===== config.mk =====
export PLATFORM = sky130hd
export DESIGN_NAME = execute_stage_flat
export DESIGN_NICKNAME = d
export VERILOG_FILES = /design/src/tenyr_pkg.sv /design/src/insn_if.sv /design/src/store_if.sv /design/src/execute_stage.sv /design/src/flat_wrapper.sv
export SDC_FILE = /design/constraint.sdc
export NUM_CORES = 1
export LEC_CHECK = 0
export BUFFER_PORTS_ARGS = -buffer_cell sky130_fd_sc_hd__buf_2
export CAP_MARGIN = 10
export CORE_UTILIZATION = 44
export CTS_BUF_LIST = sky130_fd_sc_hd__clkbuf_2 sky130_fd_sc_hd__clkbuf_4 sky130_fd_sc_hd__clkbuf_8
export DETAILED_ROUTE_END_ITERATION = 8
export SLEW_MARGIN = 15
export SYNTH_ARGS = -nofsm -noshare
export SYNTH_HDL_FRONTEND = slang
export SYNTH_SLANG_ARGS = --single-unit

===== constraint.sdc =====
create_clock -name clk -period 8.05 [get_ports clk]
set_input_delay 1.2075 -clock clk [delete_from_list [all_inputs] [get_ports clk]]
set_output_delay 1.2075 -clock clk [all_outputs]
set_load 0.05 [all_outputs]

===== src/tenyr_pkg.sv =====
`default_nettype none

package tenyr_pkg;

    // instruction field widths
    localparam int OPC_W    = 4;
    localparam int REG_W    = 4;
    localparam int IMM_W    = 16;
    localparam int WORD_W   = 32;
    localparam int NUM_REGS = 16;

    // instruction memory
    localparam int IMEM_DEPTH = 256;
    localparam int IMEM_AW    = 8;

    // credit depths, both powers of two so the queue pointers wrap on their own
    localparam int INSN_CREDITS  = 2;
    localparam int INSN_CNT_W    = $clog2(INSN_CREDITS + 1);
    localparam int INSN_PTR_W    = $clog2(INSN_CREDITS);
    localparam int STORE_CREDITS = 4;
    localparam int STORE_CNT_W   = $clog2(STORE_CREDITS + 1);
    localparam int STORE_PTR_W   = $clog2(STORE_CREDITS);

    // memory map, store addresses come straight from imm
    localparam logic [IMM_W-1:0] DISPLAY_ADDR = 16'h0100;
    localparam logic [IMM_W-1:0] IO_ADDR      = 16'h0200;

    // display scan
    localparam int DISP_W      = 16;
    localparam int DIGIT_W     = 2;
    localparam int SCAN_CYCLES = 4;
    localparam int SCAN_W      = $clog2(SCAN_CYCLES);

    // active low segments, bit 7 is the dot and stays dark
    localparam logic [7:0] SEG_TABLE [16] = '{
        8'hc0, 8'hf9, 8'ha4, 8'hb0,
        8'h99, 8'h92, 8'h82, 8'hf8,
        8'h80, 8'h90, 8'h88, 8'h83,
        8'hc6, 8'ha1, 8'h86, 8'h8e
    };

    typedef enum logic [OPC_W-1:0] {
        op_add  = 4'h0,
        op_sub  = 4'h1,
        op_and  = 4'h2,
        op_or   = 4'h3,
        op_xor  = 4'h4,
        // rd = zero-extended imm
        op_li   = 4'h5,
        // mem[imm] = ra
        op_st   = 4'h6,
        op_halt = 4'h7,
        op_nop  = 4'h8
    } opcode_t;

    typedef struct packed {
        opcode_t            opcode;
        logic [REG_W-1:0]   rd;
        logic [REG_W-1:0]   ra;
        logic [REG_W-1:0]   rb;
        logic [IMM_W-1:0]   imm;
    } insn_t;

    typedef logic [WORD_W-1:0] word_t;

endpackage

`default_nettype wire


===== src/insn_if.sv =====
`timescale 1ns/1ps
`default_nettype none

// fetch to execute channel
// credit runs the other way, one pulse per freed queue slot
interface insn_if import tenyr_pkg::*; ();

    logic               valid;
    insn_t              insn;
    logic [IMEM_AW-1:0] pc;
    logic               credit;

    modport src (
        output valid,
        output insn,
        output pc,
        input  credit
    );

    modport dst (
        input  valid,
        input  insn,
        input  pc,
        output credit
    );

endinterface

`default_nettype wire


===== src/store_if.sv =====
`timescale 1ns/1ps
`default_nettype none

// execute to store channel for st traffic
// sender holds a credit for every valid, so there is no ready
interface store_if import tenyr_pkg::*; ();

    logic             valid;
    logic [IMM_W-1:0] addr;
    word_t            data;
    logic             credit;

    modport src (
        output valid,
        output addr,
        output data,
        input  credit
    );

    modport dst (
        input  valid,
        input  addr,
        input  data,
        output credit
    );

endinterface

`default_nettype wire


===== src/execute_stage.sv =====
`timescale 1ns/1ps
`default_nettype none

module execute_stage import tenyr_pkg::*; (
    input  wire logic clk,
    input  wire logic rst_n,
    insn_if.dst       in,
    store_if.src      st,
    output logic      halt_seen
);

    insn_t                  q_insn [INSN_CREDITS];
    logic [INSN_PTR_W-1:0]  wr_ptr;
    logic [INSN_PTR_W-1:0]  rd_ptr;
    logic [INSN_CNT_W-1:0]  q_cnt;
    logic [STORE_CNT_W-1:0] st_credit_cnt;
    word_t                  regs [NUM_REGS];
    insn_t                  head;
    word_t                  ra_val;
    word_t                  rb_val;
    word_t                  alu_res;
    logic                   alu_wr;
    logic                   is_st;
    logic                   send_st;
    logic                   retire;

    // input queue payload
    always_ff @(posedge clk) begin
        if (in.valid) begin
            q_insn[wr_ptr] <= in.insn;
        end
    end

    assign head = q_insn[rd_ptr];

    // decode and alu on the queue head
    always_comb begin
        ra_val  = (head.ra == '0) ? '0 : regs[head.ra];
        rb_val  = (head.rb == '0) ? '0 : regs[head.rb];
        alu_res = '0;
        alu_wr  = 1'b0;
        is_st   = 1'b0;
        case (head.opcode)
            op_add: begin
                alu_res = ra_val + rb_val;
                alu_wr  = 1'b1;
            end
            op_sub: begin
                alu_res = ra_val - rb_val;
                alu_wr  = 1'b1;
            end
            op_and: begin
                alu_res = ra_val & rb_val;
                alu_wr  = 1'b1;
            end
            op_or: begin
                alu_res = ra_val | rb_val;
                alu_wr  = 1'b1;
            end
            op_xor: begin
                alu_res = ra_val ^ rb_val;
                alu_wr  = 1'b1;
            end
            op_li: begin
                alu_res = {{(WORD_W - IMM_W){1'b0}}, head.imm};
                alu_wr  = 1'b1;
            end
            op_st: begin
                is_st = 1'b1;
            end
            // halt, nop and unused codes write nothing
            default: begin
                alu_wr = 1'b0;
            end
        endcase
    end

    // st without a store credit waits at the head
    assign retire    = (q_cnt != '0) && !halt_seen && !(is_st && st_credit_cnt == '0);
    assign send_st   = retire && is_st;
    assign in.credit = retire;

    // register file, r0 is never written
    always_ff @(posedge clk) begin
        if (!rst_n) begin
            for (int i = 0; i < NUM_REGS; i++) begin
                regs[i] <= '0;
            end
        end else if (retire && alu_wr && head.rd != '0) begin
            regs[head.rd] <= alu_res;
        end
    end

    // store request payload
    always_ff @(posedge clk) begin
        if (send_st) begin
            st.addr <= head.imm;
            st.data <= ra_val;
        end
    end

    always_ff @(posedge clk) begin
        if (!rst_n) begin
            wr_ptr        <= '0;
            rd_ptr        <= '0;
            q_cnt         <= '0;
            st_credit_cnt <= STORE_CNT_W'(STORE_CREDITS);
            st.valid      <= 1'b0;
            halt_seen     <= 1'b0;
        end else begin
            if (in.valid) begin
                wr_ptr <= wr_ptr + 1'b1;
            end
            if (retire) begin
                rd_ptr <= rd_ptr + 1'b1;
            end
            if (in.valid && !retire) begin
                q_cnt <= q_cnt + 1'b1;
            end else if (!in.valid && retire) begin
                q_cnt <= q_cnt - 1'b1;
            end
            st.valid <= send_st;
            if (send_st && !st.credit) begin
                st_credit_cnt <= st_credit_cnt - 1'b1;
            end else if (!send_st && st.credit) begin
                st_credit_cnt <= st_credit_cnt + 1'b1;
            end
            // halt freezes the queue head for good
            if (retire && head.opcode == op_halt) begin
                halt_seen <= 1'b1;
            end
        end
    end

endmodule

`default_nettype wire


===== src/flat_wrapper.sv =====
// flat-port wrapper written by rule: the top's interface ports become plain ports
module execute_stage_flat import tenyr_pkg::*;
  (clk, rst_n, halt_seen, in_valid, in_insn, in_pc, in_credit, st_valid, st_addr, st_data, st_credit);
  insn_if in_i ();
  store_if st_i ();
  input  wire logic clk;
  input  wire logic rst_n;
  output logic halt_seen;
  input wire logic [$bits(in_i.valid)-1:0] in_valid;
  input wire logic [$bits(in_i.insn)-1:0] in_insn;
  input wire logic [$bits(in_i.pc)-1:0] in_pc;
  output wire logic [$bits(in_i.credit)-1:0] in_credit;
  output wire logic [$bits(st_i.valid)-1:0] st_valid;
  output wire logic [$bits(st_i.addr)-1:0] st_addr;
  output wire logic [$bits(st_i.data)-1:0] st_data;
  input wire logic [$bits(st_i.credit)-1:0] st_credit;
  assign in_i.valid = in_valid;
  assign in_i.insn = in_insn;
  assign in_i.pc = in_pc;
  assign in_credit = in_i.credit;
  assign st_valid = st_i.valid;
  assign st_addr = st_i.addr;
  assign st_data = st_i.data;
  assign st_i.credit = st_credit;
  execute_stage u_core (.clk(clk), .rst_n(rst_n), .in(in_i), .st(st_i), .halt_seen(halt_seen));
endmodule

==> flow_metrics.env <==
export IMPL_outcome="completed"
export IMPL_dr_pass1_iters=6
export IMPL_comb_power_share_pct=50.6
export IMPL_grt_pass1_wl_mm=185
export IMPL_finClkSkew_ns=0.0311
export IMPL_synthCells=3228
export IMPL_hold_depth=2
export IMPL_via_per_inst=6.51
export IMPL_instances_no_fill=4427
export IMPL_wire_per_inst_um=29.0
export IMPL_cp_max_fo=16
export IMPL_period_needed_ns=7.41
export IMPL_globalplace_congestion=0.916
export IMPL_yosysUniqueCellTypes=81
export IMPL_power_share_clock_pct=21.5
export IMPL_cts_resized_gates=0
export IMPL_async_reset_ff_share_pct=0
export IMPL_synth_top_cell_area_share_pct=50.8
export IMPL_power_density_mw_per_mm2=345
export IMPL_max_slew_margin_pct=20.5
export IMPL_grt_usage_pct=31.3
export IMPL_final_area_mm2=0.0389
export IMPL_use_met2_pct=47.9
export IMPL_yosysMostFrequentCell="edfxtp_1"
export IMPL_p_leak_nw=13.9
export IMPL_rsz0062_at_grt="false"
export IMPL_critPathArrivalTime_ns=7.86
export IMPL_io_buffers=86
export IMPL_r2r_end="u_core.regs[12][25]"
export IMPL_post_cts_buffers=0
export IMPL_dp_hpwl_mm=77.5
export IMPL_num_fill_cells=7050
export IMPL_placed_area_mm2=0.0368
export IMPL_switching_share_pct=43.4
export IMPL_synth_seq_area_share_pct=51.4
export IMPL_ys_top_cells_by_count="edfxtp_1, nor2_1, nand2_1, a21oi_1, clkbuf_1"
export IMPL_start_util_pct=44.4
export IMPL_grt_start_max_net_pins=119
export IMPL_yosysWarnings=0
export IMPL_worst_pin_slew_ns=1.19
export IMPL_ys_flop_type="edfxtp_1"
export IMPL_crit_type="reg2reg"
export IMPL_synth_edff_count=592
export IMPL_dp_slack_ns=0.963
export IMPL_syn_area_mm2=0.0350
export IMPL_grt_pass1_vias=28600
export IMPL_ys_top_cells_by_area="edfxtp_1, mux4_2, nor2_1"
export IMPL_tns_ns=0
export IMPL_internal_power_mw=7.59
export IMPL_setup_ws_ns=0.636
export IMPL_postCtsHoldBufs=0
export IMPL_dieArea_mm2=0.0806
export IMPL_grt_util_met3_pct=6.75
export IMPL_cts_htree_levels=3
export IMPL_syn_nets=3372
export IMPL_r2r_setup_slack_ns=0.64
export IMPL_clock_sinks=602
export IMPL_min_from="u_core.rd_ptr"
export IMPL_cts_buffers=103
export IMPL_worstHoldPathType="reg2reg"
export IMPL_rr_worst_depth=26
export IMPL_layout_nets=3437
export IMPL_yosysTopAreaCell="edfxtp_1"
export IMPL_grt_use_met1_pct=40.3
export IMPL_hold_end="u_core.rd_ptr"
export IMPL_core_mm2=0.0787
export IMPL_vdd_drop_max_mv=0.252
export IMPL_drive_gt1_share_pct=19.0
export IMPL_synth_seq_cells=602
export IMPL_areaGrowthSynthToFinish_pct=11.2
export IMPL_postRouteAntennaNets=0
export IMPL_grt_overflow_total=0
export IMPL_drc=0
export IMPL_final_max_slew_viol_count=0
export IMPL_clkLatencyLatePin_ns=0.74
export IMPL_vias=28800
export IMPL_routed_wl_mm=128
export IMPL_die_h_um=284
export IMPL_worstPathRequired_ns=8.49
export IMPL_max_cap_violations=0
export IMPL_dieWidth_um=284
export IMPL_place_inst=4238
export IMPL_setup_violations=0
export IMPL_drt_iter0_drc=4048
export IMPL_p_sw_mw=5.82
export IMPL_pin_count=95
export IMPL_antenna_found_initial=1
export IMPL_critPathCaptureType="register"
export IMPL_register_area_mm2=0.0180
export IMPL_hold_viol=0
export IMPL_fp_row_count=103
export IMPL_fmax_mhz=135
export IMPL_cts_tree="built"
export IMPL_gr_max_usage_layer="met2"
export IMPL_cts_path_max_buffers=3
export IMPL_root_buffer="clkbuf_8"
export IMPL_multi_input_area_mm2=0.0156
export IMPL_sequentialPowerShare_pct=27.9
export IMPL_fin_crit_sh_pct=92.1
export IMPL_startpoint_type="register"
export IMPL_clkTransAtPathRegs_ns=0.06
export IMPL_synth_avg_cell_area_um2=10.8
final cells by class:
type,instances,area share (%)
Multi-Input combinational cell,2262,40.1
Inverter,99,0.956
Antenna cell,1,0.00644
Sequential cell,602,46.3
Timing Repair Buffer,225,3.89
Clock inverter,42,0.818
Clock buffer,146,4.59
Tap cell,1050,3.38
critical path: stages (launching register included):
cell and delay [ns]:
dfxtp_4 0.58, mux2i_4 0.65, buf_4 0.43, nand2_1 0.50, a21oi_1 0.32, nor3_1 0.08, a21oi_1 0.36, inv_1 0.15
ha_1 0.30, and4_1 0.28, a21oi_1 0.21, xnor2_1 0.14, ha_1 0.30, a21o_1 0.20, a21oi_1 0.19, o21a_1 0.20
nor2_1 0.05, a21oi_1 0.32, a21oi_1 0.13, o31a_1 0.32, o41ai_1 0.29, buf_4 0.20, o21ai_0 0.10, xnor2_1 0.15
a221oi_1 0.26, buf_4 0.28, nor2_1 0.06
routing by layer:
| layer | part of all wire (%) | vias up |
|---|---|---|
| met1 | 37 | 14200 |
| met5 | 0 | - |
| met2 | 44 | 2147 |
| li1 | - | 12000 |
| met4 | 7.2 | 0 |
| met3 | 12 | 481 |
power groups by stage:
| stage | Clock (mW) | Sequential (mW) | Combinational, mW |
|---|---|---|---|
| finish | 2.88 | 3.75 | 6.79 |
| global route | 3.02 | 3.76 | 7.20 |
| CTS | 2.90 | 3.74 | 6.66 |
| detailed placement | 0 | 3.81 | 6.62 |
| global placement | 0 | 3.79 | 6.49 |
| floorplan | 0 | 3.80 | 4.45 |
how the worst max path moves through the flow:
stage	end	slack, ns	depth (start not counted)
3_3_place_gp	u_core.regs[7][25]	1.0	26
3_5_place_dp	u_core.regs[12][25]	0.96	26
5_1_grt	u_core.regs[13][25]	0.38	26
2_1_floorplan	u_core.regs[1][24]	1.80	27
4_1_cts	u_core.regs[12][25]	0.84	26
6_report	u_core.regs[12][25]	0.64	26
logic make-up (layout without fill, tap and decap cells):
logic type	Yosys count	in the layout	share of synthesized area (%)
AOI/OAI and AO/OA	758	758	14.1
xor gates and xnor gates	66	66	1.65
adders and majority gates	100	100	3.62
buffers and inverters	364	512	4.62
DFF	602	602	51.4
muxes	273	273	12.3
other	0	1	0
and+or+nand+nor	1065	1065	12.3
metrics by stage:
stage	hold WS [ns]	util [%]	total power, mW
2_1_floorplan	0.459	-	8.24
3_5_place_dp	0.500	46.7	10.4
6_report	0.523	49.4	13.4
5_1_grt	0.542	49.4	14.0
4_1_cts	0.523	49.3	13.3
3_3_place_gp	0.469	46.7	10.3
state kept, by name, indices dropped and copies added (netlist names), named ones only:
signal,flops
u_core.rd_ptr,1
u_core.q_insn,64
u_core.st.data,32
u_core.st_credit_cnt,3
u_core.halt_seen,1
u_core.q_cnt,2
u_core.st.addr,16
u_core.st.valid,1
u_core.regs,480
u_core.wr_ptr,1
placed cells by master (no fill, tap or decap), drive strengths merged, types with 7 or more instances in the layout:
| cell type | count |
|---|---|
| a22oi | 17 |
| mux2 | 77 |
| xnor2 | 50 |
| nand2b | 13 |
| nor2b | 11 |
| nor2 | 554 |
| o21ai | 133 |
| edfxtp | 592 |
| buf | 225 |
| a311oi | 7 |
| xor2 | 16 |
| a22o | 15 |
| a221o | 15 |
| nand2 | 385 |
| o221ai | 13 |
| a221oi | 48 |
| inv | 99 |
| nand3 | 27 |
| clkbuf | 146 |
| a21boi | 48 |
| clkinv | 33 |
| mux4 | 114 |
| a31oi | 29 |
| a21o | 33 |
| nor3 | 34 |
| and2 | 16 |
| ha | 98 |
| a211oi | 80 |
| dfxtp | 10 |
| mux2i | 82 |
| a21oi | 250 |
Note: power is estimated with default switching activity, not from simulation.
