### src/tenyr_pkg.sv
`default_nettype none

package tenyr_pkg;

    // instruction field widths
    localparam int OPC_W    = 4;
    localparam int REG_W    = 4;
    localparam int IMM_W    = 16;
    localparam int WORD_W   = 32;
    localparam int NUM_REGS = 16;

    // instruction memory
    localparam int IMEM_DEPTH = 256;
    localparam int IMEM_AW    = 8;

    // credit depths, both powers of two so the queue pointers wrap on their own
    localparam int INSN_CREDITS  = 2;
    localparam int INSN_CNT_W    = $clog2(INSN_CREDITS + 1);
    localparam int INSN_PTR_W    = $clog2(INSN_CREDITS);
    localparam int STORE_CREDITS = 4;
    localparam int STORE_CNT_W   = $clog2(STORE_CREDITS + 1);
    localparam int STORE_PTR_W   = $clog2(STORE_CREDITS);

    // memory map, store addresses come straight from imm
    localparam logic [IMM_W-1:0] DISPLAY_ADDR = 16'h0100;
    localparam logic [IMM_W-1:0] IO_ADDR      = 16'h0200;

    // display scan
    localparam int DISP_W      = 16;
    localparam int DIGIT_W     = 2;
    localparam int SCAN_CYCLES = 4;
    localparam int SCAN_W      = $clog2(SCAN_CYCLES);

    // active low segments, bit 7 is the dot and stays dark
    localparam logic [7:0] SEG_TABLE [16] = '{
        8'hc0, 8'hf9, 8'ha4, 8'hb0,
        8'h99, 8'h92, 8'h82, 8'hf8,
        8'h80, 8'h90, 8'h88, 8'h83,
        8'hc6, 8'ha1, 8'h86, 8'h8e
    };

    typedef enum logic [OPC_W-1:0] {
        op_add  = 4'h0,
        op_sub  = 4'h1,
        op_and  = 4'h2,
        op_or   = 4'h3,
        op_xor  = 4'h4,
        // rd = zero-extended imm
        op_li   = 4'h5,
        // mem[imm] = ra
        op_st   = 4'h6,
        op_halt = 4'h7,
        op_nop  = 4'h8
    } opcode_t;

    typedef struct packed {
        opcode_t            opcode;
        logic [REG_W-1:0]   rd;
        logic [REG_W-1:0]   ra;
        logic [REG_W-1:0]   rb;
        logic [IMM_W-1:0]   imm;
    } insn_t;

    typedef logic [WORD_W-1:0] word_t;

endpackage

`default_nettype wire

### src/seg7_scan.sv
`timescale 1ns/1ps
`default_nettype none

module seg7_scan import tenyr_pkg::*; (
    input  wire logic              clk,
    input  wire logic              rst_n,
    input  wire logic [DISP_W-1:0] value,
    output logic [7:0]             seg,
    output logic [3:0]             an
);

    logic [SCAN_W-1:0]  dwell;
    logic [DIGIT_W-1:0] digit;
    logic [3:0]         nibble;

    // digit 0 is the low nibble
    assign nibble = value[{digit, 2'b00} +: 4];

    // seg and an are registered together, so each anode holds
    // SCAN_CYCLES clocks once the scan starts
    always_ff @(posedge clk) begin
        if (!rst_n) begin
            dwell <= '0;
            digit <= '0;
            seg   <= 8'hff;
            an    <= 4'hf;
        end else begin
            an  <= ~(4'b0001 << digit);
            seg <= SEG_TABLE[nibble];
            if (dwell == SCAN_W'(SCAN_CYCLES - 1)) begin
                dwell <= '0;
                // wraps 3 -> 0
                digit <= digit + 1'b1;
            end else begin
                dwell <= dwell + 1'b1;
            end
        end
    end

endmodule

`default_nettype wire

### config.mk
export PLATFORM = sky130hd
export DESIGN_NAME = seg7_scan
export DESIGN_NICKNAME = d
export VERILOG_FILES = /design/src/tenyr_pkg.sv /design/src/seg7_scan.sv
export SDC_FILE = /design/constraint.sdc
export NUM_CORES = 1
export LEC_CHECK = 0
export BUFFER_PORTS_ARGS = -buffer_cell sky130_fd_sc_hd__buf_2
export CAP_MARGIN = 20
export CORE_ASPECT_RATIO = 0.75
export CORE_MARGIN = 2
export CORE_UTILIZATION = 30
export DETAILED_ROUTE_END_ITERATION = 16
export PLACE_DENSITY = 0.57
export RECOVER_POWER = 25
export SLEW_MARGIN = 10
export SYNTH_ARGS = -nofsm -noshare
export SYNTH_HDL_FRONTEND = slang
export SYNTH_SLANG_ARGS = --single-unit
### constraint.sdc
create_clock -name clk -period 2.1 [get_ports clk]
set_clock_uncertainty 0.05 [all_clocks]
set_input_delay 0.105 -clock clk [delete_from_list [all_inputs] [get_ports clk]]
set_output_delay 0.105 -clock clk [all_outputs]
set_load 0.005 [all_outputs]
==> results.sh, run 1 <==
export IMPL_drcViolationCount=0
export IMPL_die_w_um=65.27
export IMPL_insertion_delay_ps=250
export IMPL_fp_dieH_um=49.95
export IMPL_critPathMaxFanout=6
export IMPL_status="finished clean"
export IMPL_grt_pass1_wl_mm=2.559
export IMPL_die_area_um2=3260
export IMPL_routedWlPerCell_um=10.98
export IMPL_diodes=0
export IMPL_vias_per_cell=4.343
export IMPL_ys_seq_elements=15
export IMPL_rows=16
export IMPL_critical_path_class="reg -> reg"
export IMPL_setup_tns_ps=0
export IMPL_fill_cells=270
export IMPL_cap_violations=0
export IMPL_hold_buffers=0
export IMPL_cts_root_buf="clkbuf_8"
export IMPL_ir_worst_vdd_uv=207.3
export IMPL_nNetsFinal=138
export IMPL_synth_largest_area_cell="dfxtp_1"
export IMPL_vias=621
export IMPL_netlist_top_cells_area="dfxtp_1, ha_1, mux4_2, mux2i_1, nand2_1"
export IMPL_cts_buffers=3
export IMPL_finalSetupViolations=0
export IMPL_final_core_util_pct=39.68
export IMPL_r2r_start="digit[0]$_SDFFE_PN0N_"
export IMPL_io_pins=30
export IMPL_arrival_ps=1970
export IMPL_cts_setup_buffers=0
export IMPL_finalHoldViolCount=0
export IMPL_cts_resized_gates=0
export IMPL_antenna_found_initial=0
export IMPL_layout_common_cells="buf_2, dfxtp_1, ha_1"
export IMPL_grt_max_degree=17
export IMPL_synth_warning_count=0
export IMPL_final_common_cell="buf_2"
export IMPL_fmax_mhz=525.5
export IMPL_rsz0062_at_grt="no"
export IMPL_portBuffers=28
export IMPL_netlist_cell_type_count=30
export IMPL_hold_class="in -> reg"
export IMPL_p_leak_uw=0.0004929
export IMPL_clk_path_buf_depth=2
export IMPL_overflow=0
export IMPL_hp_start="rst_n"
export IMPL_period_minus_slack_ps=1903
export IMPL_postRouteWirelength_mm=1.570
export IMPL_required_ps=2160
export IMPL_gp_congestion=0.8663
export IMPL_dr_first_iter_drc_count=10
export IMPL_finalCritPeriodShare_pct=90.61
export IMPL_start_kind="flip-flop"
export IMPL_synth_avg_cell_area_um2=10.83
export IMPL_core_area_um2=2643
export IMPL_cts_tree="yes"
export IMPL_multi_input_area_um2=483.0
export IMPL_finalMaxSlewViolations=0
export IMPL_crit_path_start="digit[0]$_SDFFE_PN0N_"
export IMPL_cts_htree_levels=1
export IMPL_clock_sinks=15
export IMPL_ant_nets=0
export IMPL_grt_usage_pct=10.19
export IMPL_syn_nets=108
export IMPL_final_layout_size_suffix_gt1_share_pct=34.58
export IMPL_register_area_um2=300.3
export IMPL_ys_seq_area_share_pct=35.56
export IMPL_critPathCaptureType="flip-flop"
export IMPL_synth_cells=78
export IMPL_grt_pass1_vias=559
export IMPL_syn_to_final_growth_pct=24.15
export IMPL_dr_pass1_iters=4
export IMPL_dp_hpwl_mm=1.247
export IMPL_cts_clk_slew_worst_paths_ps=60
export IMPL_initial_core_util_pct=31.96
export IMPL_synthesis_area_um2=844.6
export IMPL_yosys_area_top_type_share_pct=35.56
export IMPL_power_density_nw_per_um2=674.1
## area by class of cell
cell class | instances | area share, %
sequential | 15 | 28.64
multi-input combinational | 52 | 46.06
inverter | 6 | 2.148
clock buffer | 4 | 4.296
timing repair buffer | 30 | 14.56
tap | 36 | 4.296
## critical path, stage by stage (launching register included)
cell      delay (ps)
dfxtp_1          390
mux4_2           600
ha_1             280
mux2_4           280
nand2_1           70
o311ai_1         100
## registers in the layout, indices dropped and copies added (netlist names)
| register | flops |
|---|---|
| seg | 7 |
| dwell | 2 |
| digit | 2 |
| an | 4 |
## cell families after synthesis
group	synth area share [%]
adders and majority gates	17.78
AOI/OAI and AO/OA	8.147
buffers and inverters	7.258
other	0.4440
muxes	17.19
xor gates and xnor gates	1.037
and+or+nand+nor	12.59
DFF	35.56
## stage by stage
stage / power (µW) / cells / hold WS, ps / setup slack (ps) / cell area [µm²]
2_1_floorplan: 436.3 / 78 / 133.4 / 213.2 / 844.6
3_3_place_gp: 480.4 / 139 / 361.2 / 235.2 / 1006
3_5_place_dp: 482.1 / 139 / 371.7 / 205.9 / 1006
4_1_cts: 715.8 / 143 / 113.0 / 197.1 / 1051
5_1_grt: 747.5 / 143 / 126.7 / 113.6 / 1049
6_report: 706.8 / 143 / 114.0 / 197.2 / 1049
## metal layers
metal	routed length [µm]	vias up	share of wire [%]	global-route usage, %
met4	21	0	1.3	4.167
met5	0	-	0	0
met2	654	21	42	15.31
met3	86	2	5.5	2.511
met1	807	274	51	13.92
li1	-	324	-	-
## cell usage after synthesis
| cell | number |
|---|---|
| xor2_1 | 1 |
| buf_6 | 2 |
| inv_1 | 6 |
| buf_2 | 1 |
| o21ai_1 | 1 |
| and3_1 | 1 |
| conb_1 | 1 |
| a21oi_1 | 1 |
| mux2_4 | 1 |
| mux4_2 | 4 |
| clkbuf_1 | 1 |
| nor2b_1 | 1 |
| o211ai_1 | 2 |
| o221ai_1 | 2 |
| mux2i_1 | 4 |
| buf_4 | 1 |
| and3b_1 | 2 |
| o311ai_1 | 1 |
| a31oi_1 | 1 |
| nand2b_4 | 1 |
| ha_1 | 12 |
| dfxtp_1 | 15 |
| and2_1 | 1 |
| nand2_1 | 8 |
| nor3b_1 | 1 |
| nand3_1 | 1 |
| nand2b_1 | 1 |
| o22ai_1 | 1 |
| nor2_1 | 2 |
| o21ai_0 | 1 |
## power by group
part / internal (µW) / switching, µW / total, µW
logic: 79.2 / 77.6 / 157
registers: 310 / 7.51 / 317
clock network: 134 / 98.3 / 233
## worst paths after layout
kind	slack [ps]	endpoint	cells after the start
setup / recovery	200	seg[5]$_SDFF_PN1_	5
hold / removal	110	an[2]$_SDFF_PN1_	2
setup reg to reg	200	seg[5]$_SDFF_PN1_	5
hold reg to reg	380	dwell[0]$_SDFF_PP0_	1
Power figures use the tool's default switching activity.
==> inputs of run 2 (changes only) <==
--- a/config.mk
+++ b/config.mk
@@ -12,7 +12,6 @@
 export CORE_UTILIZATION = 30
 export DETAILED_ROUTE_END_ITERATION = 16
 export PLACE_DENSITY = 0.57
-export RECOVER_POWER = 25
 export SLEW_MARGIN = 10
 export SYNTH_ARGS = -nofsm -noshare
 export SYNTH_HDL_FRONTEND = slang
==> run 2 against run 1 <==
Effect of this change:
- global-route usage unchanged
- power about the same
- routed wire length decreased by 0.25%
- non-clock buffer count unchanged
- combinational power about the same
- clock power about the same
- via count unchanged
- count of clock-buffer cells in the layout unchanged
- critical path type unchanged
- largest power group unchanged
==> results.sh, run 2 (same netlist as run 1, synthesis figures left out) <==
export IMPL_ant_nets=0
export IMPL_die_w_um=65.27
export IMPL_postRouteWirelength_mm=1.566
export IMPL_critPathCaptureType="flip-flop"
export IMPL_overflow=0
export IMPL_antenna_found_initial=0
export IMPL_final_layout_size_suffix_gt1_share_pct=36.45
export IMPL_drcViolationCount=0
export IMPL_setup_tns_ps=0
export IMPL_vias=621
export IMPL_largest_register_ff_count=7
export IMPL_start_kind="flip-flop"
export IMPL_cts_setup_buffers=0
export IMPL_hold_buffers=0
export IMPL_die_area_um2=3260
export IMPL_rows=16
export IMPL_dp_hpwl_mm=1.247
export IMPL_finalCritPeriodShare_pct=90.61
export IMPL_routedWlPerCell_um=10.95
export IMPL_clock_sinks=15
export IMPL_grt_pass1_vias=559
export IMPL_grt_usage_pct=10.19
export IMPL_cts_tree="yes"
export IMPL_p_leak_uw=0.0004962
export IMPL_power_density_nw_per_um2=673.0
export IMPL_critPathMaxFanout=6
export IMPL_clk_path_buf_depth=2
export IMPL_period_minus_slack_ps=1903
export IMPL_syn_to_final_growth_pct=24.44
export IMPL_top_regs="seg x7, an x4"
export IMPL_diodes=0
export IMPL_io_pins=30
export IMPL_gp_congestion=0.8663
export IMPL_top_register="seg"
export IMPL_cts_root_buf="clkbuf_8"
export IMPL_hold_class="in -> reg"
export IMPL_cts_buffers=3
export IMPL_cts_htree_levels=1
export IMPL_layout_common_cells="buf_2, dfxtp_1, ha_1"
export IMPL_dr_pass1_iters=4
export IMPL_finalMaxSlewViolations=0
export IMPL_critical_path_class="reg -> reg"
export IMPL_status="finished clean"
export IMPL_arrival_ps=1970
export IMPL_insertion_delay_ps=250
export IMPL_rsz0062_at_grt="no"
export IMPL_dpl_cell_area_um2=1006
export IMPL_finalSetupViolations=0
export IMPL_final_common_cell="buf_2"
export IMPL_fp_dieH_um=49.95
export IMPL_initial_core_util_pct=31.96
export IMPL_required_ps=2160
export IMPL_dr_first_iter_drc_count=10
export IMPL_portBuffers=28
export IMPL_grt_max_degree=17
export IMPL_cts_clk_slew_worst_paths_ps=60
export IMPL_fill_cells=269
export IMPL_finalHoldViolCount=0
export IMPL_grt_pass1_wl_mm=2.559
export IMPL_ir_worst_vdd_uv=207.3
export IMPL_final_area_um2=1051
export IMPL_fmax_mhz=525.5
export IMPL_vias_per_cell=4.343
export IMPL_cap_violations=0
export IMPL_core_area_um2=2643
export IMPL_nNetsFinal=138
export IMPL_cts_resized_gates=0
-- run 2: final timing paths --
path / depth (start not counted) / from / slack, ps / endpoint
max: 5 / digit[0]$_SDFFE_PN0N_ / 200 / seg[5]$_SDFF_PN1_
min: 2 / rst_n / 110 / an[2]$_SDFF_PN1_
max reg2reg: 5 / digit[0]$_SDFFE_PN0N_ / 200 / seg[5]$_SDFF_PN1_
min reg2reg: 1 / dwell[0]$_SDFF_PP0_ / 380 / dwell[0]$_SDFF_PP0_
-- run 2: per-layer routing --
metal	track usage (%)	vias up	wire length (µm)
met1	13.92	274	804
met3	2.511	2	85
met2	15.31	21	654
met4	4.167	0	21
li1	-	324	-
met5	0	-	0
-- run 2: report_power, final --
| group | internal (µW) | switching, µW |
|---|---|---|
| combinational | 79.8 | 77.6 |
| clock | 134 | 98.3 |
| sequential | 310 | 7.42 |
-- run 2: critical path, cell delays in order, from the launching register on --
cell and delay (ps):
dfxtp_1 390, mux4_2 600, ha_1 280, mux2_4 280
nand2_1 70, o311ai_1 100
-- run 2: layout make-up --
cell class / count / area [µm²] / share of cell area (%)
Tap cell: 36 / 45.04 / 4.286
Inverter: 6 / 22.52 / 2.143
Sequential cell: 15 / 300.3 / 28.57
Timing Repair Buffer: 30 / 155.1 / 14.76
Clock buffer: 4 / 45.04 / 4.286
Multi-Input combinational cell: 52 / 483.0 / 45.95
-- run 2: metrics by stage --
step           utilization (%)  instances  setup slack (ps)  hold WS (ps)  total power (µW)
6_report                 39.77        143             197.2         114.0             707.3
5_1_grt                  39.77        143             113.6         126.7             748.1
4_1_cts                  39.77        143             197.1         113.0             715.8
3_5_place_dp             38.07        139             205.9         371.7             482.1
3_3_place_gp             38.07        139             235.2         361.2             480.4
2_1_floorplan                -         78             213.2         133.4             436.3
==> inputs of run 3 (changes only) <==
--- a/config.mk
+++ b/config.mk
@@ -8,7 +8,7 @@
 export BUFFER_PORTS_ARGS = -buffer_cell sky130_fd_sc_hd__buf_2
 export CAP_MARGIN = 20
 export CORE_ASPECT_RATIO = 0.75
-export CORE_MARGIN = 2
+export CORE_MARGIN = 5
 export CORE_UTILIZATION = 30
 export DETAILED_ROUTE_END_ITERATION = 16
 export PLACE_DENSITY = 0.57
==> run 3 against run 2 <==
Effect of this change:
- flip-flop and latch count is the same
- via count grew 1.4%
- die area grew 22%
- worst setup slack lost 8.9 ps
- non-clock buffer count is the same
- maximum frequency shrank 0.47%
==> results.sh, run 3 (same netlist as run 1, synthesis figures left out) <==
export IMPL_status="finished clean"
export IMPL_dr_first_iter_drc_count=4
export IMPL_finalCritPeriodShare_pct=91.04
export IMPL_start_kind="flip-flop"
export IMPL_rsz0062_at_grt="no"
export IMPL_cts_setup_buffers=0
export IMPL_dp_hpwl_mm=1.283
export IMPL_cts_buffers=3
export IMPL_die_w_um=71.27
export IMPL_top_regs="seg x7, an x4"
export IMPL_insertion_delay_ps=250
export IMPL_period_minus_slack_ps=1912
export IMPL_multi_input_area_um2=483.0
export IMPL_top_register="seg"
export IMPL_hold_depth=2
export IMPL_finalMaxSlewViolations=0
export IMPL_nNetsFinal=138
export IMPL_layout_common_cells="buf_2, dfxtp_1, ha_1"
export IMPL_finalSetupViolations=0
export IMPL_rows=16
export IMPL_grt_pass1_wl_mm=2.553
export IMPL_grt_max_degree=17
export IMPL_power_density_nw_per_um2=672.9
export IMPL_p_leak_uw=0.0004952
export IMPL_postRouteWirelength_mm=1.592
export IMPL_final_area_um2=1055
export IMPL_final_common_cell="buf_2"
export IMPL_hold_buffers=0
export IMPL_fill_cells=268
export IMPL_routedWlPerCell_um=11.13
export IMPL_cts_tree="yes"
export IMPL_cts_root_buf="clkbuf_8"
export IMPL_cap_violations=0
export IMPL_vias_per_cell=4.406
export IMPL_die_area_um2=3987
export IMPL_grt_usage_pct=8.119
export IMPL_antenna_found_initial=0
export IMPL_fp_dieH_um=55.95
export IMPL_critPathCaptureType="flip-flop"
export IMPL_ant_nets=0
export IMPL_syn_to_final_growth_pct=24.89
export IMPL_cts_htree_levels=1
export IMPL_ir_worst_vdd_uv=210.8
export IMPL_dpl_cell_area_um2=1006
export IMPL_clk_path_buf_depth=2
export IMPL_grt_pass1_vias=561
export IMPL_drcViolationCount=0
export IMPL_core_area_um2=2663
export IMPL_vias=630
export IMPL_fmax_mhz=523.1
export IMPL_required_ps=2160
export IMPL_reg2reg_depth=5
export IMPL_cts_resized_gates=0
export IMPL_io_pins=30
export IMPL_critical_path_class="reg -> reg"
export IMPL_cts_clk_slew_worst_paths_ps=70
export IMPL_setup_tns_ps=0
export IMPL_clock_sinks=15
export IMPL_critPathMaxFanout=11
export IMPL_timing_hold_ws_ps=104.6
export IMPL_overflow=0
export IMPL_arrival_ps=1980
export IMPL_gp_congestion=0.8292
export IMPL_dr_pass1_iters=2
export IMPL_initial_core_util_pct=31.72
export IMPL_register_area_um2=300.3
export IMPL_largest_register_ff_count=7
export IMPL_portBuffers=28
export IMPL_hold_class="in -> reg"
export IMPL_finalHoldViolCount=0
export IMPL_final_layout_size_suffix_gt1_share_pct=37.38
export IMPL_diodes=0
==> run 3: cell count changes in the layout (fill, tap and decap cells not counted) <==
cell / previous run / this run
clkinvlp_4: 0 / 1
clkbuf_1: 1 / 0
==> run 3: final cells by class <==
class / count / share of cell area, %
timing repair buffer: 30 / 14.71
clock buffer: 3 / 3.915
tap: 36 / 4.270
inverter: 6 / 2.135
clock inverter: 1 / 0.7117
sequential: 15 / 28.47
multi-input combinational: 52 / 45.79
==> run 3: final timing paths <==
kind	slack [ps]	startpoint	to
min	100	rst_n	an[1]$_SDFF_PN1_
max	190	digit[0]$_SDFFE_PN0N_	seg[5]$_SDFF_PN1_
max reg2reg	190	digit[0]$_SDFFE_PN0N_	seg[5]$_SDFF_PN1_
min reg2reg	380	dwell[0]$_SDFF_PP0_	dwell[0]$_SDFF_PP0_
==> run 3: through the flow <==
step | setup slack (ps) | utilization, % | total power (µW) | cells
after detailed placement | 209.1 | 37.78 | 482.5 | 139
after global placement | 224.4 | 37.78 | 480.9 | 139
after global routing | 83.15 | 39.61 | 751.6 | 143
after floorplan | 213.2 | - | 436.3 | 78
after CTS | 182.9 | 39.61 | 721.9 | 143
final | 188.2 | 39.61 | 709.7 | 143
==> run 3: routing by layer <==
metal | up-vias | GRT usage, % | wire (µm)
met3 | 4 | 2.347 | 150
met1 | 277 | 11.17 | 778
li1 | 323 | - | -
met2 | 26 | 10.60 | 627
met4 | 0 | 5.630 | 37
met5 | - | 0 | 0
==> run 3: critical path, cell delays in order, from the launching register on <==
cell	delay [ps]
dfxtp_1	400
buf_4	200
mux4_2	640
mux2_4	330
nand2_1	60
o311ai_1	90
==> run 3: where the power goes <==
part | switching, µW | internal, µW | leakage, µW
Sequential | 7.97 | 310 | 0.000124
Combinational | 77.0 | 79.9 | 0.000349
Clock | 102 | 133 | 0.0000217
