===== src/tenyr_pkg.sv =====
`default_nettype none

package tenyr_pkg;

    // instruction field widths
    localparam int OPC_W    = 4;
    localparam int REG_W    = 4;
    localparam int IMM_W    = 16;
    localparam int WORD_W   = 32;
    localparam int NUM_REGS = 16;

    // instruction memory
    localparam int IMEM_DEPTH = 256;
    localparam int IMEM_AW    = 8;

    // credit depths, both powers of two so the queue pointers wrap on their own
    localparam int INSN_CREDITS  = 2;
    localparam int INSN_CNT_W    = $clog2(INSN_CREDITS + 1);
    localparam int INSN_PTR_W    = $clog2(INSN_CREDITS);
    localparam int STORE_CREDITS = 4;
    localparam int STORE_CNT_W   = $clog2(STORE_CREDITS + 1);
    localparam int STORE_PTR_W   = $clog2(STORE_CREDITS);

    // memory map, store addresses come straight from imm
    localparam logic [IMM_W-1:0] DISPLAY_ADDR = 16'h0100;
    localparam logic [IMM_W-1:0] IO_ADDR      = 16'h0200;

    // display scan
    localparam int DISP_W      = 16;
    localparam int DIGIT_W     = 2;
    localparam int SCAN_CYCLES = 4;
    localparam int SCAN_W      = $clog2(SCAN_CYCLES);

    // active low segments, bit 7 is the dot and stays dark
    localparam logic [7:0] SEG_TABLE [16] = '{
        8'hc0, 8'hf9, 8'ha4, 8'hb0,
        8'h99, 8'h92, 8'h82, 8'hf8,
        8'h80, 8'h90, 8'h88, 8'h83,
        8'hc6, 8'ha1, 8'h86, 8'h8e
    };

    typedef enum logic [OPC_W-1:0] {
        op_add  = 4'h0,
        op_sub  = 4'h1,
        op_and  = 4'h2,
        op_or   = 4'h3,
        op_xor  = 4'h4,
        // rd = zero-extended imm
        op_li   = 4'h5,
        // mem[imm] = ra
        op_st   = 4'h6,
        op_halt = 4'h7,
        op_nop  = 4'h8
    } opcode_t;

    typedef struct packed {
        opcode_t            opcode;
        logic [REG_W-1:0]   rd;
        logic [REG_W-1:0]   ra;
        logic [REG_W-1:0]   rb;
        logic [IMM_W-1:0]   imm;
    } insn_t;

    typedef logic [WORD_W-1:0] word_t;

endpackage

`default_nettype wire


===== src/store_if.sv =====
`timescale 1ns/1ps
`default_nettype none

// execute to store channel for st traffic
// sender holds a credit for every valid, so there is no ready
interface store_if import tenyr_pkg::*; ();

    logic             valid;
    logic [IMM_W-1:0] addr;
    word_t            data;
    logic             credit;

    modport src (
        output valid,
        output addr,
        output data,
        input  credit
    );

    modport dst (
        input  valid,
        input  addr,
        input  data,
        output credit
    );

endinterface

`default_nettype wire


===== src/store_stage.sv =====
`timescale 1ns/1ps
`default_nettype none

module store_stage import tenyr_pkg::*; (
    input  wire logic        clk,
    input  wire logic        rst_n,
    store_if.dst             in,
    input  wire logic        halt_seen,
    output logic             io_valid,
    output word_t            io_data,
    input  wire logic        io_ready,
    output logic [DISP_W-1:0] display,
    output logic             halt
);

    logic [IMM_W-1:0]       q_addr [STORE_CREDITS];
    word_t                  q_data [STORE_CREDITS];
    logic [STORE_PTR_W-1:0] wr_ptr;
    logic [STORE_PTR_W-1:0] rd_ptr;
    logic [STORE_CNT_W-1:0] q_cnt;
    logic                   not_empty;
    logic                   is_disp;
    logic                   is_io;
    logic                   io_free;
    logic                   pop;

    always_ff @(posedge clk) begin
        if (in.valid) begin
            q_addr[wr_ptr] <= in.addr;
            q_data[wr_ptr] <= in.data;
        end
    end

    // head address decode
    assign not_empty = (q_cnt != '0);
    assign is_disp   = (q_addr[rd_ptr] == DISPLAY_ADDR);
    assign is_io     = (q_addr[rd_ptr] == IO_ADDR);
    // output slot is free when empty or being taken this cycle
    assign io_free   = !io_valid || io_ready;
    // display and unmapped stores leave at once, io waits for the slot
    assign pop       = not_empty && (!is_io || io_free);
    assign in.credit = pop;

    always_ff @(posedge clk) begin
        if (pop && is_io) begin
            io_data <= q_data[rd_ptr];
        end
    end

    always_ff @(posedge clk) begin
        if (!rst_n) begin
            wr_ptr   <= '0;
            rd_ptr   <= '0;
            q_cnt    <= '0;
            io_valid <= 1'b0;
            display  <= '0;
            halt     <= 1'b0;
        end else begin
            if (in.valid) begin
                wr_ptr <= wr_ptr + 1'b1;
            end
            if (pop) begin
                rd_ptr <= rd_ptr + 1'b1;
            end
            if (in.valid && !pop) begin
                q_cnt <= q_cnt + 1'b1;
            end else if (!in.valid && pop) begin
                q_cnt <= q_cnt - 1'b1;
            end
            if (pop && is_disp) begin
                display <= q_data[rd_ptr][DISP_W-1:0];
            end
            // back to back io words keep io_valid high
            if (pop && is_io) begin
                io_valid <= 1'b1;
            end else if (io_ready) begin
                io_valid <= 1'b0;
            end
            // sticky until reset
            if (halt_seen && !not_empty && !io_valid) begin
                halt <= 1'b1;
            end
        end
    end

endmodule

`default_nettype wire


===== src/flat_wrapper.sv =====
// flat-port wrapper written by rule: the top's interface ports become plain ports
module store_stage_flat import tenyr_pkg::*;
  (clk, rst_n, halt_seen, io_valid, io_data, io_ready, display, halt, in_valid, in_addr, in_data, in_credit);
  store_if in_i ();
  input  wire logic clk;
  input  wire logic rst_n;
  input  wire logic halt_seen;
  output logic io_valid;
  output word_t io_data;
  input  wire logic io_ready;
  output logic [DISP_W-1:0] display;
  output logic halt;
  input wire logic [$bits(in_i.valid)-1:0] in_valid;
  input wire logic [$bits(in_i.addr)-1:0] in_addr;
  input wire logic [$bits(in_i.data)-1:0] in_data;
  output wire logic [$bits(in_i.credit)-1:0] in_credit;
  assign in_i.valid = in_valid;
  assign in_i.addr = in_addr;
  assign in_i.data = in_data;
  assign in_credit = in_i.credit;
  store_stage u_core (.clk(clk), .rst_n(rst_n), .in(in_i), .halt_seen(halt_seen), .io_valid(io_valid), .io_data(io_data), .io_ready(io_ready), .display(display), .halt(halt));
endmodule

===== config.mk =====
export PLATFORM = sky130hd
export DESIGN_NAME = store_stage_flat
export DESIGN_NICKNAME = d
export VERILOG_FILES = /design/src/tenyr_pkg.sv /design/src/store_if.sv /design/src/store_stage.sv /design/src/flat_wrapper.sv
export SDC_FILE = /design/constraint.sdc
export NUM_CORES = 1
export LEC_CHECK = 0
export BUFFER_PORTS_ARGS = -buffer_cell sky130_fd_sc_hd__buf_2
export CORE_UTILIZATION = 25
export DETAILED_ROUTE_END_ITERATION = 8
export PLACE_DENSITY = 0.49
export SYNTH_ARGS = -nofsm -noshare
export SYNTH_HDL_FRONTEND = slang
export SYNTH_SLANG_ARGS = --single-unit

===== constraint.sdc =====
create_clock -name clk -period 3.52 [get_ports clk]
set_input_delay 0.704 -clock clk [delete_from_list [all_inputs] [get_ports clk]]
set_output_delay 0.704 -clock clk [all_outputs]
set_load 0.01 [all_outputs]

==> results.json, run 1 <==
{
  "status": "complete, no violations",
  "ys_async_sr_fraction": 0,
  "final.setup.tns_ns": 0,
  "die_x_um": 191,
  "synth-seq-cells": 251,
  "syn_to_final_growth_pct": 23.7,
  "antenna_found_initial": 1,
  "worst_clock_skew_ns": 0.0118,
  "stdcell_area_um2": 11000,
  "finalSetupViolations": 0,
  "grt_pass1_vias": 4578,
  "fp.coreArea_um2": 34900,
  "drt_pass1_iterations": 4,
  "power_frac_seq": 0.464,
  "synth_common_cells": "edfxtp_1, mux4_2, dfxtp_1, nor2b_1, mux2i_1",
  "diodes": 0,
  "clkLatencyLatePin_ns": 0.53,
  "syn_area_per_cell_um2": 21.7,
  "root_buffer": "clkbuf_16",
  "die_h_um": 191,
  "drt-vias-per-instance": 4.10,
  "ios": 104,
  "reg2reg_from": "u_core.q_addr[3][0]",
  "synthAdderAreaFrac": 0.00924,
  "power.density_nw_per_um2": 691,
  "drt-initial-drc-count": 154,
  "postPlaceCellArea_um2": 10000,
  "clockPowerShare": 0.406,
  "cp_num_buf_inv": 3,
  "design.die.area_um2": 36500,
  "wl_mm": 17.5,
  "synth_nets": 470,
  "path_class": "reg -> reg",
  "post-dp-hpwl_mm": 10.6,
  "switching_share": 0.237,
  "rows": 68,
  "routedWlPerCell_um": 17.2,
  "critPathLaunch": "u_core.q_addr[3][0]",
  "critPathSlowestCell": "or4_1",
  "ys_top_cells_by_area": "edfxtp_1, mux4_2, dfxtp_1",
  "cts_buffers": 29,
  "wl_met2_mm": 8.76,
  "grt_max_degree": 49,
  "switching_power_mw": 1.81,
  "io_buffers": 103,
  "clk_pin_slew_ns": 0.06,
  "ys_seq_area_frac": 0.814,
  "cts.sinks": 251,
  "maxUsedRoutingLayer": "met4",
  "wl_met1_mm": 7.21,
  "htreeDepth": 1,
  "vias": 4161,
  "met3_length_mm": 1.14,
  "rsz0062_at_grt": "false",
  "grt_pass1_wl_mm": 26.8,
  "synth_xor_area_frac": 0.00294,
  "synthMuxAreaShare": 0.108,
  "drive_above_1_share": 0.367,
  "finalCritPeriodShare": 0.920,
  "end_kind": "register",
  "worst_ep_arrival_time_ns": 3.70,
  "cts_tree": "built",
  "initial_core_util": 0.256,
  "antenna_left": 0,
  "max_stage_delay_ns": 0.54,
  "cpLargestDelayFamily": "simple AND/OR/NAND/NOR gates",
  "internal-power_mw": 5.82,
  "hp-class": "in -> reg",
  "gr-total-overflow": 0,
  "nets": 598,
  "yosysMostFrequentCell": "edfxtp_1",
  "gp_congestion": 0.668,
  "holdBufCountCts": 0,
  "yosysTopAreaCell": "edfxtp_1",
  "p_comb_frac": 0.130,
  "syn_area_um2": 8930,
  "hold_viol_final": 0,
  "synth_top_family_by_area": "multiplexers",
  "cp_max_fo": 5,
  "synth_top_area_share": 0.753,
  "maxCapViolCount": 0,
  "power_leakage_nw": 3.67,
  "relSlewSlack": 0.474,
  "synth_cells": 411,
  "worstPathCellList": "or4_1 -> o211ai_1 -> o211ai_1 -> nor4_1 -> buf_4 -> nor2_1 -> inv_1 -> ha_1 -> inv_1 -> fa_1 -> xor2_1 -> or3_1 -> a21boi_0",
  "crit_required_ns": 3.98,
  "synth_edf_count": 224,
  "synth_warnings": 0,
  "synth_cell_type_count": 37,
  "ys_dominant_reg_cell": "edfxtp_1",
  "max_freq_mhz": 309,
  "clk_path_buf_depth": 3,
  "synth_simple_gate_area_frac": 0.0420,
  "synth_compound_gate_area_share": 0.0150,
  "slew_viol_final": 0,
  "drc": 0,
  "tightest_slew_ns": 0.789,
  "min_from": "in_data[28]",
  "cp-start-kind": "register",
  "final.min_clock_period_ns": 3.24,
  "peakVddDrop_uv": 317,
  "track_usage": 0.0972
}
per-layer routing:
layer	vias to the layer above	GRT usage
met2	96	0.171
met4	0	0.0298
met5	-	0
li1	1920	-
met1	2111	0.115
met3	34	0.0268
cells by family (layout without fill, tap and decap cells):
| family | after synthesis | count (layout) |
|---|---|---|
| flops | 251 | 251 |
| simple gates | 61 | 61 |
| mux | 54 | 54 |
| fa+ha+maj | 6 | 6 |
| buf+inv | 18 | 168 |
| xor+xnor | 3 | 3 |
| compound gates | 18 | 18 |
state kept, by name, indices dropped and copies added, names as in the netlist, named ones only:
| signal | cells |
|---|---|
| u_core.q_cnt | 3 |
| u_core.display | 16 |
| u_core.rd_ptr | 2 |
| u_core.wr_ptr | 2 |
| u_core.q_addr | 64 |
| u_core.io_valid | 1 |
| u_core.io_data | 32 |
| u_core.halt | 1 |
| u_core.q_data | 128 |
stage by stage:
stage	power, mW	hold WS (ns)	instances	util	setup WS (ns)
6_report	7.63	0.382	1016	0.317	0.283
2_1_floorplan	4.32	0.470	411	-	0.0930
4_1_cts	7.76	0.353	1015	0.316	0.176
3_5_place_dp	4.64	0.455	962	0.288	0.194
3_3_place_gp	4.59	0.451	962	0.288	0.255
5_1_grt	7.97	0.357	1016	0.317	0.0378
worst paths after layout:
path | to | slack [ns] | cells past startpoint
max | u_core.q_cnt[2] | 0.28 | 13
min | u_core.q_data[3][28] | 0.38 | 1
max reg2reg | u_core.q_cnt[2] | 0.28 | 13
min reg2reg | u_core.halt | 0.47 | 1
timing repair:
action                     4_1_cts  5_1_grt
setup endpoints to repair        0        1
buffers inserted                 0        1
resized for setup                0        1
power groups by stage:
stage	combinational [mW]	clock [mW]	sequential [mW]
after floorplan	0.770	0	3.55
after global placement	0.997	0	3.60
after detailed placement	1.03	0	3.61
after CTS	1.03	3.18	3.54
after global routing	1.11	3.30	3.56
final	0.995	3.10	3.54
area by class of cell:
class                      instances  area (um^2)
clock buffer                      31          733
tap                              455          569
fill                            3386        23800
multi-input combinational        142         1610
clock inverter                    22          265
timing repair buffer             110          581
sequential                       251         7270
inverter                           5         18.8
worst reg2reg max path: cells and delay by family, from the launching register on:
family                     cells  cell delay [ns]
xor gates and xnor gates       1             0.18
and+or+nand+nor                4             1.15
adders and majority gates      2             0.61
DFF                            1             0.35
buffers and inverters          3             0.32
AOI/OAI and AO/OA              3             0.56
cell usage in the layout, fill, tap and decap left out, drive strengths merged:
cell type  instances
edfxtp           224
clkinvlp           2
or3                4
nor2b             20
nand2b             1
ha                 5
nor3b              1
dfxtp             27
o211ai             2
xnor2              1
or4                3
nor3               4
clkinv            13
o21a               1
mux2i             19
and2               6
nor2               6
or3b               1
inv                7
xor2               2
nor4              10
mux2               1
nand2              5
mux4              34
a211o              1
buf              110
a221o              1
o21ai              4
a21boi             5
a211oi             1
o41ai              1
a31oi              1
a21oi              1
fa                 1
bufinv             5
clkbuf            31
No activity file was read; power rests on OpenSTA's default activity.
==> run 2: changes to the inputs <==
--- a/config.mk
+++ b/config.mk
@@ -8,6 +8,7 @@
 export BUFFER_PORTS_ARGS = -buffer_cell sky130_fd_sc_hd__buf_2
 export CORE_UTILIZATION = 25
 export DETAILED_ROUTE_END_ITERATION = 8
+export GPL_TIMING_DRIVEN = 0
 export PLACE_DENSITY = 0.49
 export SYNTH_ARGS = -nofsm -noshare
 export SYNTH_HDL_FRONTEND = slang
==> run 2 against run 1 <==
  * Critical endpoint unchanged
  * Critical path type unchanged
  * Clock power fell by 9.4%
  * Wire length grew 6.5%
  * Largest power group unchanged
  * Global-route usage is 0.70 points higher
  * Utilization fell by 0.097 points
  * Cell area is 0.31% lower
  * Maximum frequency is 1.6% lower
  * Register-to-register slack lost 0.05 ns
  * Clock skew grew 0.0084 ns
  * Highest routed layer is now met5
  * Die area unchanged
  * Combinational power rose by 9%
==> results.json, run 2 (synthesized netlist as in run 1, its figures left out) <==
{
  "status": "complete, no violations",
  "rows": 68,
  "routedWlPerCell_um": 18.2,
  "maxCapViolCount": 0,
  "cp-start-kind": "register",
  "power.density_nw_per_um2": 672,
  "gr-total-overflow": 0,
  "path_class": "reg -> reg",
  "finalCritPeriodShare": 0.935,
  "clk_path_buf_depth": 3,
  "slew_viol_final": 0,
  "holdWs_ns": 0.375,
  "finalSetupViolations": 0,
  "antenna_found_initial": 4,
  "regMostFlops": "u_core.q_data",
  "root_buffer": "clkbuf_16",
  "cts_buffers": 28,
  "track_usage": 0.104,
  "fp.coreArea_um2": 34900,
  "final_cell_mix": "edfxtp_1, buf_2, mux4_2",
  "die_h_um": 191,
  "crit_required_ns": 3.98,
  "design.die.area_um2": 36500,
  "fill_cells": 3413,
  "fin_util": 0.316,
  "hold_viol_final": 0,
  "post-dp-hpwl_mm": 11.5,
  "initial_core_util": 0.256,
  "largest_reg_flops": 128,
  "die_x_um": 191,
  "max_freq_mhz": 304,
  "drt-vias-per-instance": 4.14,
  "final_common_cell": "edfxtp_1",
  "clk_pin_slew_ns": 0.06,
  "drc": 0,
  "worst_clock_skew_ns": 0.0203,
  "htreeDepth": 1,
  "grt_pass1_wl_mm": 28.0,
  "drive_above_1_share": 0.359,
  "grt_pass1_vias": 4708,
  "gp_congestion": 0.688,
  "antenna_left": 0,
  "worst_ep_arrival_time_ns": 3.75,
  "cp_max_fo": 4,
  "vias": 4243,
  "cts_tree": "built",
  "total_power_mw": 7.40,
  "io_buffers": 103,
  "relSlewSlack": 0.365,
  "syn_to_final_growth_pct": 23.3,
  "hp-class": "in -> reg",
  "grt_max_degree": 49,
  "largest_registers": "u_core.q_data (128), u_core.q_addr (64), u_core.io_data (32)",
  "power_leakage_nw": 3.66,
  "clkLatencyLatePin_ns": 0.54,
  "nets": 605,
  "ios": 104,
  "tightest_slew_ns": 0.946,
  "peakVddDrop_uv": 323,
  "cts.sinks": 251,
  "wl_mm": 18.6,
  "end_kind": "register",
  "drt_pass1_iterations": 4,
  "final.min_clock_period_ns": 3.29,
  "drt-initial-drc-count": 244
}
==> run 2: cell count changes in the layout (fill, tap and decap cells not counted), sizes merged <==
cell      before  now
clkinvlp       2    1
clkinv        13   11
buf          110  111
clkbuf        31   44
inv            7    6
bufinv         5    2
diode          0    3
==> run 2: metal layers <==
| layer | track usage | routed length [um] |
|---|---|---|
| met4 | 0.0314 | 451 |
| met2 | 0.190 | 9830 |
| met1 | 0.117 | 7280 |
| met5 | 0 | 17 |
| met3 | 0.0292 | 1070 |
==> run 2: what timing repair did <==
action	4_1_cts	5_1_grt
hold endpoints to repair	0	0
setup endpoints to repair	35	2
resized for setup	5	6
pin swaps	0	3
hold buffers	0	0
buffers inserted	0	2
==> run 2: cell type report <==
class                           count  area [um^2]  area share
Antenna cell                        3         7.51    0.000682
Buffer                             12         66.3     0.00602
Clock buffer                       37          766      0.0695
Clock inverter                     15          131      0.0119
Inverter                            5         18.8     0.00170
Multi-Input combinational cell    142         1630       0.148
Sequential cell                   251         7270       0.660
Tap cell                          455          569      0.0517
Timing Repair Buffer              106          558      0.0507
==> run 2: path summary, 6_finish.rpt <==
check	start	to	slack [ns]	cells after the start
worst max-delay path	u_core.q_addr[2][12]	u_core.q_cnt[2]	0.23	12
worst min-delay path	in_data[19]	u_core.q_data[3][19]	0.38	1
worst max register to register	u_core.q_addr[2][12]	u_core.q_cnt[2]	0.23	12
worst min register to register	u_core.halt	u_core.halt	0.47	1
==> run 2: worst max-delay path, stage by stage (launching register included) <==
cell      delay, ns
edfxtp_1       0.39
nor4_2         0.32
mux2i_1        0.15
a221o_1        0.46
nor4_4         0.38
nor2_2         0.08
inv_1          0.08
ha_1           0.18
inv_1          0.07
fa_1           0.44
xor2_1         0.18
or3_1          0.31
a21boi_0       0.17
==> run 2: through the flow <==
step                      setup WS (ns)  instances  setup TNS [ns]  cell area [um^2]
after floorplan                  0.0930        411               0              8930
after global placement            -2.23        969          -71.37             10000
after detailed placement         -0.440        970           -4.24             10100
after CTS                       0.00198       1022               0             11000
after global routing           -0.00461       1024        -0.00461             11000
final                             0.230       1026               0             11000
==> run 2: where the power goes <==
group / switching [mW] / internal, mW / leakage (nW)
clock network: 1.14 / 1.67 / 0.442
registers: 0.0584 / 3.45 / 2.27
logic: 0.575 / 0.504 / 0.946
total: 1.77 / 5.63 / 3.66
==> run 3: changes to the inputs <==
--- a/config.mk
+++ b/config.mk
@@ -9,7 +9,7 @@
 export CORE_UTILIZATION = 25
 export DETAILED_ROUTE_END_ITERATION = 8
 export GPL_TIMING_DRIVEN = 0
-export PLACE_DENSITY = 0.49
+export PLACE_DENSITY = 0.48
 export SYNTH_ARGS = -nofsm -noshare
 export SYNTH_HDL_FRONTEND = slang
 export SYNTH_SLANG_ARGS = --single-unit
==> constraint.sdc (replaced) <==
create_clock -name clk -period 3.4 [get_ports clk]
set_input_delay 0.68 -clock clk [delete_from_list [all_inputs] [get_ports clk]]
set_output_delay 0.68 -clock clk [all_outputs]
set_load 0.01 [all_outputs]
==> run 3 against run 2 <==
  * Register-to-register slack lost 0.03 ns
  * Clock-buffer cell count shrank 6
  * Worst hold slack got worse by 0.013 ns
  * Via count is 0.80% higher
  * Global-route usage about the same
  * Critical endpoint unchanged
==> results.json, run 3 (synthesized netlist as in run 1, its figures left out) <==
{
  "hold_viol_final": 0,
  "clk_pin_slew_ns": 0.07,
  "switching_power_mw": 1.93,
  "finalSetupViolations": 0,
  "clk_path_buf_depth": 3,
  "slew_viol_final": 0,
  "place_ws_ns": -0.628,
  "syn_to_final_growth_pct": 25.0,
  "internal-power_mw": 6.10,
  "worst_clock_skew_ns": 0.0103,
  "holdBufCountCts": 0,
  "p_comb_frac": 0.141,
  "postPlaceCellArea_um2": 10100,
  "path_class": "reg -> reg",
  "clkLatencyLatePin_ns": 0.53,
  "initial_core_util": 0.256,
  "nets": 605,
  "antenna_left": 0,
  "finalCritPeriodShare": 0.940,
  "fp.coreArea_um2": 34900,
  "htreeDepth": 1,
  "end_kind": "register",
  "rows": 68,
  "crit_required_ns": 3.87,
  "antenna_found_initial": 5,
  "ios": 104,
  "power_frac_seq": 0.453,
  "switching_share": 0.240,
  "reg2reg_from": "u_core.q_addr[3][4]",
  "final.setup.tns_ns": 0,
  "drt_pass1_iterations": 4,
  "largest_registers": "u_core.q_data (128), u_core.q_addr (64), u_core.io_data (32)",
  "grt_pass1_vias": 4689,
  "rsz0062_at_grt": "false",
  "post-dp-hpwl_mm": 11.8,
  "register_area_um2": 7270,
  "cp_max_fo": 3,
  "gp_congestion": 0.692,
  "design.die.area_um2": 36500,
  "cts.sinks": 251,
  "fin_util": 0.320,
  "tightest_slew_ns": 0.901,
  "cts_buffers": 28,
  "peakVddDrop_uv": 396,
  "final_common_cell": "edfxtp_1",
  "hp-class": "in -> reg",
  "grt_pass1_wl_mm": 28.3,
  "drt-initial-drc-count": 204,
  "routedWlPerCell_um": 18.4,
  "gr-total-overflow": 0,
  "grt_max_degree": 49,
  "track_usage": 0.105,
  "worst_ep_arrival_time_ns": 3.67,
  "power_leakage_nw": 3.70,
  "status": "complete, no violations",
  "maxCapViolCount": 0,
  "power.density_nw_per_um2": 720,
  "drc": 0,
  "cp-start-kind": "register",
  "drt-vias-per-instance": 4.17,
  "fill_cells": 3395,
  "critPathLaunch": "u_core.q_addr[3][4]",
  "max_freq_mhz": 313,
  "cts_tree": "built",
  "relSlewSlack": 0.395,
  "wl_mm": 18.9,
  "setup_slack_ns": 0.203,
  "vias": 4277,
  "die_x_um": 191,
  "final_cell_mix": "edfxtp_1, buf_2, mux4_2",
  "final.min_clock_period_ns": 3.20,
  "root_buffer": "clkbuf_16",
  "min_from": "in_data[18]",
  "stdcell_area_um2": 11200,
  "regMostFlops": "u_core.q_data",
  "drive_above_1_share": 0.382,
  "io_buffers": 103,
  "clockPowerShare": 0.406,
  "multi_input_area_um2": 1650,
  "largest_reg_flops": 128,
  "die_h_um": 191
}
-- run 3: cell types whose count changed in the layout (fill, tap and decap cells not counted), moves of 2 or more --
cell	change
clkinv_2	-5
clkbuf_1	-7
clkinv_4	+2
inv_6	+2
bufinv_16	+3
clkinvlp_4	+4
-- run 3: layout make-up --
cell class,count,area share
sequential,251,0.651
multi-input combinational,142,0.147
clock buffer,31,0.0675
tap,455,0.0510
timing repair buffer,106,0.0500
clock inverter,21,0.0245
buffer,12,0.00616
inverter,5,0.00168
antenna,3,0.000672
-- run 3: metal layers --
| metal | track usage | share of wire | vias up |
|---|---|---|---|
| met4 | 0.0292 | 0.022 | 4 |
| met2 | 0.189 | 0.52 | 110 |
| li1 | - | - | 1949 |
| met1 | 0.120 | 0.40 | 2182 |
| met5 | 0 | 0.0013 | - |
| met3 | 0.0283 | 0.055 | 32 |
-- run 3: worst paths after layout --
kind / to / slack [ns] / cells after the start
worst min-delay path: u_core.q_data[0][18] / 0.36 / 1
worst min register to register: u_core.halt / 0.47 / 1
worst max register to register: u_core.q_cnt[2] / 0.20 / 12
worst max-delay path: u_core.q_cnt[2] / 0.20 / 12
-- run 3: stage by stage --
step | instances | hold WS, ns | power, mW
6_report | 1026 | 0.362 | 8.03
4_1_cts | 1021 | 0.325 | 8.15
5_1_grt | 1023 | 0.336 | 8.38
3_5_place_dp | 970 | 0.456 | 4.83
3_3_place_gp | 969 | 0.451 | 4.78
2_1_floorplan | 411 | 0.470 | 4.48
-- run 3: power groups by stage --
stage | clock, mW | sequential, mW | combinational, mW
after floorplan | 0 | 3.68 | 0.797
after global placement | 0 | 3.69 | 1.10
after detailed placement | 0 | 3.69 | 1.14
after CTS | 3.37 | 3.63 | 1.14
after global routing | 3.48 | 3.65 | 1.25
final | 3.27 | 3.64 | 1.13
-- run 3: worst max-delay path, stage by stage (launching register included) --
cell      delay, ns
edfxtp_1       0.36
or4_1          0.56
o211ai_1       0.23
o211ai_1       0.21
nor4_4         0.33
nor2_2         0.07
inv_1          0.09
ha_2           0.19
inv_1          0.06
fa_2           0.39
xor2_1         0.18
or3_1          0.33
a21boi_2       0.12
-- run 3: what timing repair did --
item	4_1_cts	5_1_grt
endpoints found under the setup margin	35	2
pin swaps	0	4
gates resized for setup	5	14
setup buffers	0	2
